--- config.mk ---
export PLATFORM = sky130hd
export DESIGN_NAME = fe_fill_engine
export DESIGN_NICKNAME = d
export VERILOG_FILES = /design/src/source/fe_mem_pkg.sv /design/src/source/fe_fill_engine.sv
export SDC_FILE = /design/constraint.sdc
export NUM_CORES = 1
export LEC_CHECK = 0
export BUFFER_PORTS_ARGS = -buffer_cell sky130_fd_sc_hd__buf_2
export CORE_ASPECT_RATIO = 0.7
export CORE_MARGIN = 2
export CORE_UTILIZATION = 40
export CTS_BUF_LIST = sky130_fd_sc_hd__clkbuf_4
export DETAILED_ROUTE_END_ITERATION = 6
export HOLD_SLACK_MARGIN = 0.06
export MAX_ROUTING_LAYER = met4
export PLACE_DENSITY = 0.79
export REMOVE_ABC_BUFFERS = 1
export SLEW_MARGIN = 25
export SYNTH_ARGS = -nofsm -noshare
export SYNTH_HDL_FRONTEND = slang
export SYNTH_SLANG_ARGS = --single-unit
--- constraint.sdc ---
create_clock -name clk_i -period 4.97 [get_ports clk_i]
set_input_delay 0.2485 -clock clk_i [delete_from_list [all_inputs] [get_ports clk_i]]
set_output_delay 0.2485 -clock clk_i [all_outputs]
set_load 0.01 [all_outputs]
--- src/source/fe_mem_pkg.sv ---
`default_nettype none

package fe_mem_pkg;

   localparam int vaddr_width_gp = 32;
   localparam int page_offset_width_gp = 12;
   localparam int vtag_width_gp = 20;
   localparam int ptag_width_gp = 20;
   localparam int paddr_width_gp = ptag_width_gp + page_offset_width_gp;

   localparam int instr_width_gp = 32;
   localparam int block_width_gp = 128;
   localparam int beats_per_block_gp = 4;

   // byte offset inside a block and the untranslated block index above it
   localparam int block_offset_width_gp = $clog2(block_width_gp / 8);
   localparam int block_index_width_gp = page_offset_width_gp - block_offset_width_gp;

   // physical memory ends at 2 GiB, so any ptag from here up is an access fault
   localparam logic [ptag_width_gp-1:0] mem_limit_ptag_gp = 20'h80000;

   typedef enum logic [1:0] {
      e_op_fetch         = 2'd0,
      e_op_tlb_fill      = 2'd1,
      e_op_tlb_fence     = 2'd2,
      e_op_icache_fence  = 2'd3
   } fe_op_e;

   typedef enum logic [1:0] {
      e_priv_u = 2'd0,
      e_priv_s = 2'd1,
      e_priv_m = 2'd3
   } priv_e;

   typedef struct packed {
      logic [ptag_width_gp-1:0] ptag;
      logic                     u;
      logic                     x;
   } tlb_entry_s;

   // both operand views share the 62 bits below the op field
   localparam int cmd_operand_width_gp = 62;

   typedef struct packed {
      logic [vaddr_width_gp-1:0]                      vaddr;
      logic [cmd_operand_width_gp-vaddr_width_gp-1:0] pad;
   } fetch_operands_s;

   typedef struct packed {
      logic [vtag_width_gp-1:0] vtag;
      tlb_entry_s               entry;
      logic [cmd_operand_width_gp-vtag_width_gp-$bits(tlb_entry_s)-1:0] pad;
   } fill_operands_s;

   typedef union packed {
      fetch_operands_s fetch;
      fill_operands_s  fill;
   } cmd_operands_u;

   typedef struct packed {
      fe_op_e        op;
      cmd_operands_u operands;
   } mem_cmd_s;

   typedef struct packed {
      logic                      instr_access_fault;
      logic                      instr_page_fault;
      logic                      itlb_miss;
      logic                      icache_miss;
      logic [instr_width_gp-1:0] data;
   } mem_resp_s;

   // physical block address, ptag on top of the in-page block index
   typedef struct packed {
      logic [ptag_width_gp-1:0]        ptag;
      logic [block_index_width_gp-1:0] index;
   } cache_req_s;

   typedef enum logic [1:0] {
      e_fill_idle  = 2'd0,
      e_fill_req   = 2'd1,
      e_fill_wait  = 2'd2,
      e_fill_write = 2'd3
   } fill_state_e;

endpackage

`default_nettype wire

--- src/source/fe_fill_engine.sv ---
`timescale 1ns/1ps
`default_nettype none

module fe_fill_engine
   import fe_mem_pkg::*;
(
   input  wire logic                      clk_i,
   input  wire logic                      reset_i,
   input  wire cache_req_s                cache_req_i,
   input  wire logic                      cache_req_v_i,
   input  wire logic                      mem_rd_data_v_i,
   input  wire logic [instr_width_gp-1:0] mem_rd_data_i,
   output logic                           mem_rd_v_o,
   output logic [paddr_width_gp-1:0]      mem_rd_addr_o,
   output logic                           block_v_o,
   output logic [block_width_gp-1:0]      block_o
);

   localparam int beat_width_lp = $clog2(beats_per_block_gp);
   localparam int byte_width_lp = block_offset_width_gp - beat_width_lp;

   fill_state_e              state_r;
   logic [beat_width_lp-1:0] beat_r;
   cache_req_s               req_r;
   logic                     last_beat;

   assign last_beat = (beat_r == beat_width_lp'(beats_per_block_gp - 1));

   always_ff @(posedge clk_i) begin
      if (reset_i) begin
         state_r <= e_fill_idle;
         beat_r <= '0;
      end else begin
         case (state_r)
            e_fill_idle: begin
               if (cache_req_v_i) begin
                  state_r <= e_fill_req;
                  beat_r <= '0;
               end
            end
            e_fill_req: state_r <= e_fill_wait;
            e_fill_wait: begin
               if (mem_rd_data_v_i) begin
                  if (last_beat) begin
                     state_r <= e_fill_write;
                  end else begin
                     beat_r <= beat_r + 1'b1;
                     state_r <= e_fill_req;
                  end
               end
            end
            e_fill_write: state_r <= e_fill_idle;
            default: state_r <= e_fill_idle;
         endcase
      end
   end

   // beats arrive lowest word first, so shifting down leaves word 0 at the bottom
   always_ff @(posedge clk_i) begin
      if ((state_r == e_fill_idle) && cache_req_v_i) begin
         req_r <= cache_req_i;
      end
      if ((state_r == e_fill_wait) && mem_rd_data_v_i) begin
         block_o <= {mem_rd_data_i, block_o[block_width_gp-1:instr_width_gp]};
      end
   end

   assign mem_rd_v_o = (state_r == e_fill_req);
   // byte address of the current word
   assign mem_rd_addr_o = {req_r, beat_r, {byte_width_lp{1'b0}}};
   assign block_v_o = (state_r == e_fill_write);

endmodule

`default_nettype wire

After elaboration in Yosys (flattened, before gate mapping):

Index checks and enable logic that the tools add are counted.
W data, S select, Z words.

* reduce and logical (&&, ||, !) cells: 6
* $add $sub $neg: 1
* muxes and demuxes: 8
* eq/ne operators: 7

Operator list (count)
* $mux W2: 6
* $pmux W2 S4: 1
* $eq A2 B2 Y1 const B: 3
* $ne A2 B2 Y1 const B: 3
* $pmux W2 S2: 1
* $reduce_and A4 Y1: 1
* $add A2 B1 Y2 const B: 1
* $eq A2 B1 Y1 const B: 1
* $logic_and A1 B1 Y1: 2
* $logic_not A2 Y1: 1
* $reduce_and A2 Y1: 1
* $reduce_bool A2 Y1: 1

* input port bits: 64
* word-level logic and storage cells: 27
* output and inout bits: 162
* flip-flop bits (word level): 160

Logic depth before layout (Yosys ltp):

* depth in word-level cells: 4
* gate-level depth with buffers: 4

Worst setup path after synthesis:

No wires, ideal clock.

* path type: reg-to-reg
* from: reg state_r[0]
* to: reg block_o[0], enable pin
* data arrival time: 3.071 ns
* clock period less this slack: 3.553 ns
* setup time: 0.481 ns
* required time: 4.489 ns
* stages on the path, launching flop included: 4
* path slack: 1.417 ns
* cells stage by stage: dfxtp_1 and2b_1 nand2_1 inv_1

* longest elaborated chain between the ends: 2

Ends and longest elaborated chain
* start: declaration: line fe_fill_engine.sv:22 `fill_state_e state_r;`
* start signal: assignment: line fe_fill_engine.sv:31 `state_r <= e_fill_idle;`
* start signal: assignment: line fe_fill_engine.sv:37 `state_r <= e_fill_req;`
* start signal: assignment: line fe_fill_engine.sv:41 `e_fill_req: state_r <= e_fill_wait;`
* $eq A2 B2 Y1: line fe_fill_engine.sv:63 `if ((state_r == e_fill_wait) && mem_rd_data_v_i) begin`
* $logic_and A1 B1 Y1: line fe_fill_engine.sv:63
* end signal: assignment: line fe_fill_engine.sv:64 `block_o <= {mem_rd_data_i, block_o[block_width_gp-1:instr_width_gp]};`
* end: declaration: line fe_fill_engine.sv:16 `output logic [block_width_gp-1:0] block_o`

No other way between the ends.
A chain may end at the register's enable or synchronous reset.

Final worst setup path:

* from: reg state_r[1]
* to: reg block_o[86], enable pin

The elaborated chain is that of the path after synthesis.

==> flow_metrics.py <==
metrics = {
    "timing": {
        "slew_violations": 0,
        "fin_crit_ns": 2.30,
        "grt_setup_unrepaired": "false",
        "finalSetupTns_ns": 0,
        "hold_viol": 0,
        "skew_ns": 0.0184,
        "setup_violations": 0,
        "relSlewSlack": 0.396,
        "timing.final.crit_share": 0.463,
        "fmax_mhz": 435,
        "worst_slew_pin_slew_ns": 0.900,
    },
    "yosys": {
        "synth_top_area_cell": "edfxtp_1",
        "synthAdderAreaFrac": 0.00255,
        "synth_compound_area_frac": 0.00484,
        "syn-mean-instance-area_um2": 27.0,
        "yosys.area_share.simple": 0.0166,
        "ys_ff_latch": 160,
        "synth_top_area_frac": 0.954,
        "ys_types": 19,
        "synth_cells": 182,
        "synth_top_family_by_area": "simple AND/OR/NAND/NOR gates",
        "seq_area_frac_synth": 0.971,
        "syn_area_mm2": 0.00491,
        "synth-xor-area-share": 0,
        "synthMuxAreaShare": 0,
        "synth_warnings": 0,
        "synth_area_leaders": "edfxtp_1, dfxtp_1, a21oi_1",
    },
    "detailed_routing": {
        "ant_nets": 0,
        "vias": 2873,
        "finalWirelength_mm": 10.4,
        "dr.first_iter.drc_count": 134,
        "wl_per_cell_um": 15.8,
        "drtPass1Iterations": 4,
        "vias_per_cell": 4.38,
        "detail_route.drc_violations": 0,
    },
    "floorplan": {
        "boundaryPins": 226,
        "dieArea_mm2": 0.0132,
        "core_area_mm2": 0.0119,
        "die_w_um": 136,
        "start_util": 0.414,
        "rows": 33,
        "dieHeight_um": 96.7,
    },
    "final_layout": {
        "drive_above_1_share": 0.513,
        "diodes": 0,
        "area_delta_synth_final_pct": 45.0,
        "mostFrequentLayoutCell": "buf_2",
        "final_cell_mix": "buf_2, edfxtp_1, dlygate4sd3_1",
        "nNetsFinal": 551,
        "utilization": 0.601,
    },
    "global_route": {
        "antenna_found_initial": 0,
        "grt_pass1_vias": 3012,
        "overflow": 0,
        "grt_usage": 0.163,
        "grt_max_degree": 92,
        "grt_pass1_wl_mm": 15.4,
    },
    "clocking": {
        "numCtsBuffers": 17,
        "clk_path_buf_depth": 2,
        "clkLatencyLatePin_ns": 0.51,
        "clock_sinks": 160,
        "path_clk_slew_ns": 0.12,
        "htree_levels": 4,
        "post_cts_resized": 0,
        "cts_tree": "done",
        "clockRootBuffer": "clkbuf_4",
    },
    "setup_path": {
        "r2r_end": "block_o[86]$_DFFE_PP_",
        "reg2regPathDepth": 4,
        "r2r_start": "state_r[1]$_SDFFE_PP0P_",
        "end_kind": "flop",
        "start_kind": "flop",
        "crit_start": "state_r[1]$_SDFFE_PP0P_",
        "rrSetupSlack_ns": 2.67,
        "crit_type": "flop to flop",
        "crit_fanout": 91,
        "arrival_ns": 2.46,
        "crit_end": "block_o[86]$_DFFE_PP_",
        "critPathRequiredTime_ns": 5.13,
    },
    "hold_path": {
        "hold_path.class": "input pin to flop",
        "hold-path-cell-count": 3,
    },
    "status": {
        "outcome": "finished clean",
    },
    "job": {
        "cap_viol_max_count": 0,
    },
    "placed_design": {
        "io_buffers": 223,
        "gp_congestion": 0.819,
        "hpwl_mm": 6.83,
    },
    "pwr": {
        "p_leak_nw": 2.81,
        "power_density_mw_per_mm2": 339,
        "ir_worst_vdd_mv": 0.273,
    },
}
## report_power, final
part / internal, W / total, W / switching (W)
Clock: 0.000303 / 0.000733 / 0.000430
Sequential: 0.00152 / 0.00153 / 0.0000148
Combinational: 0.0000755 / 0.000147 / 0.0000715
Total: 0.00190 / 0.00241 / 0.000516
## flip-flops by register name, indices dropped and copies added, names as in the netlist
register,flops
block_o,128
beat_r,2
state_r,2
mem_rd_addr_o,28
## per-layer routing
layer / track usage / vias to the layer above / routed length (µm)
li1: - / 1333 / -
met1: 0.182 / 1380 / 4120
met4: 0.0288 / 0 / 55
met5: - / - / 0
met2: 0.269 / 155 / 5250
met3: 0.0797 / 5 / 974
## worst min path at each step
stage	startpoint	to	slack, ns
3_5_place_dp	cache_req_i[26]	mem_rd_addr_o[30]$_DFFE_PP_	0.43
5_1_grt	cache_req_v_i	state_r[0]$_SDFFE_PP0P_	0.14
6_report	cache_req_v_i	state_r[0]$_SDFFE_PP0P_	0.19
2_1_floorplan	reset_i	beat_r[0]$_SDFFE_PP0P_	0.31
4_1_cts	cache_req_v_i	state_r[0]$_SDFFE_PP0P_	0.12
3_3_place_gp	block_o[127]$_DFFE_PP_	block_o[95]$_DFFE_PP_	0.43
## critical path, stage by stage, from the launching register on
cell     delay, ns
dfxtp_1       0.42
and2b_1       0.20
nand2_1       0.14
inv_6         0.55
buf_4         0.53
## layout make-up
| type | count | area, µm² |
|---|---|---|
| Clock buffer | 18 | 135 |
| Clock inverter | 14 | 139 |
| Fill cell | 904 | 4730 |
| Inverter | 2 | 12.5 |
| Multi-Input combinational cell | 19 | 125 |
| Sequential cell | 160 | 4760 |
| Tap cell | 157 | 196 |
| Timing Repair Buffer | 286 | 1740 |
## kinds of logic after synthesis
| family | after synthesis |
|---|---|
| adders and majority gates | 1 |
| and+or+nand+nor | 12 |
| AOI/OAI and AO/OA | 4 |
| DFF | 160 |
| other | 1 |
| buffers and inverters | 4 |
## synth_stat cells
master,n
nand2_1,1
nand4bb_1,1
or2_0,1
ha_1,1
or3b_4,1
nand3_1,2
and2b_1,1
and2_1,1
buf_4,2
a21oi_1,3
edfxtp_1,156
nand4b_1,1
nor2b_1,1
nand2b_1,1
dfxtp_1,4
a21oi_2,1
conb_1,1
inv_1,2
nor2_1,1
## per-stage QoR
stage / std cells / hold WS, ns / total power, W / cell area [µm²] / setup WS [ns]
finish: 656 / 0.190 / 0.00241 / 7120 / 2.67
CTS: 656 / 0.125 / 0.00244 / 7110 / 2.50
detailed placement: 562 / 0.427 / 0.00167 / 6220 / 2.51
global placement: 562 / 0.425 / 0.00167 / 6220 / 2.62
global route: 656 / 0.138 / 0.00252 / 7120 / 2.51
floorplan: 181 / 0.311 / 0.00161 / 4900 / 1.42
## timing repair
item	4_1_cts	5_1_grt
buffers inserted	0	0
hold buffers	62	0
hold endpoints to repair	64	0
Note: power is estimated with default switching activity, not from simulation.
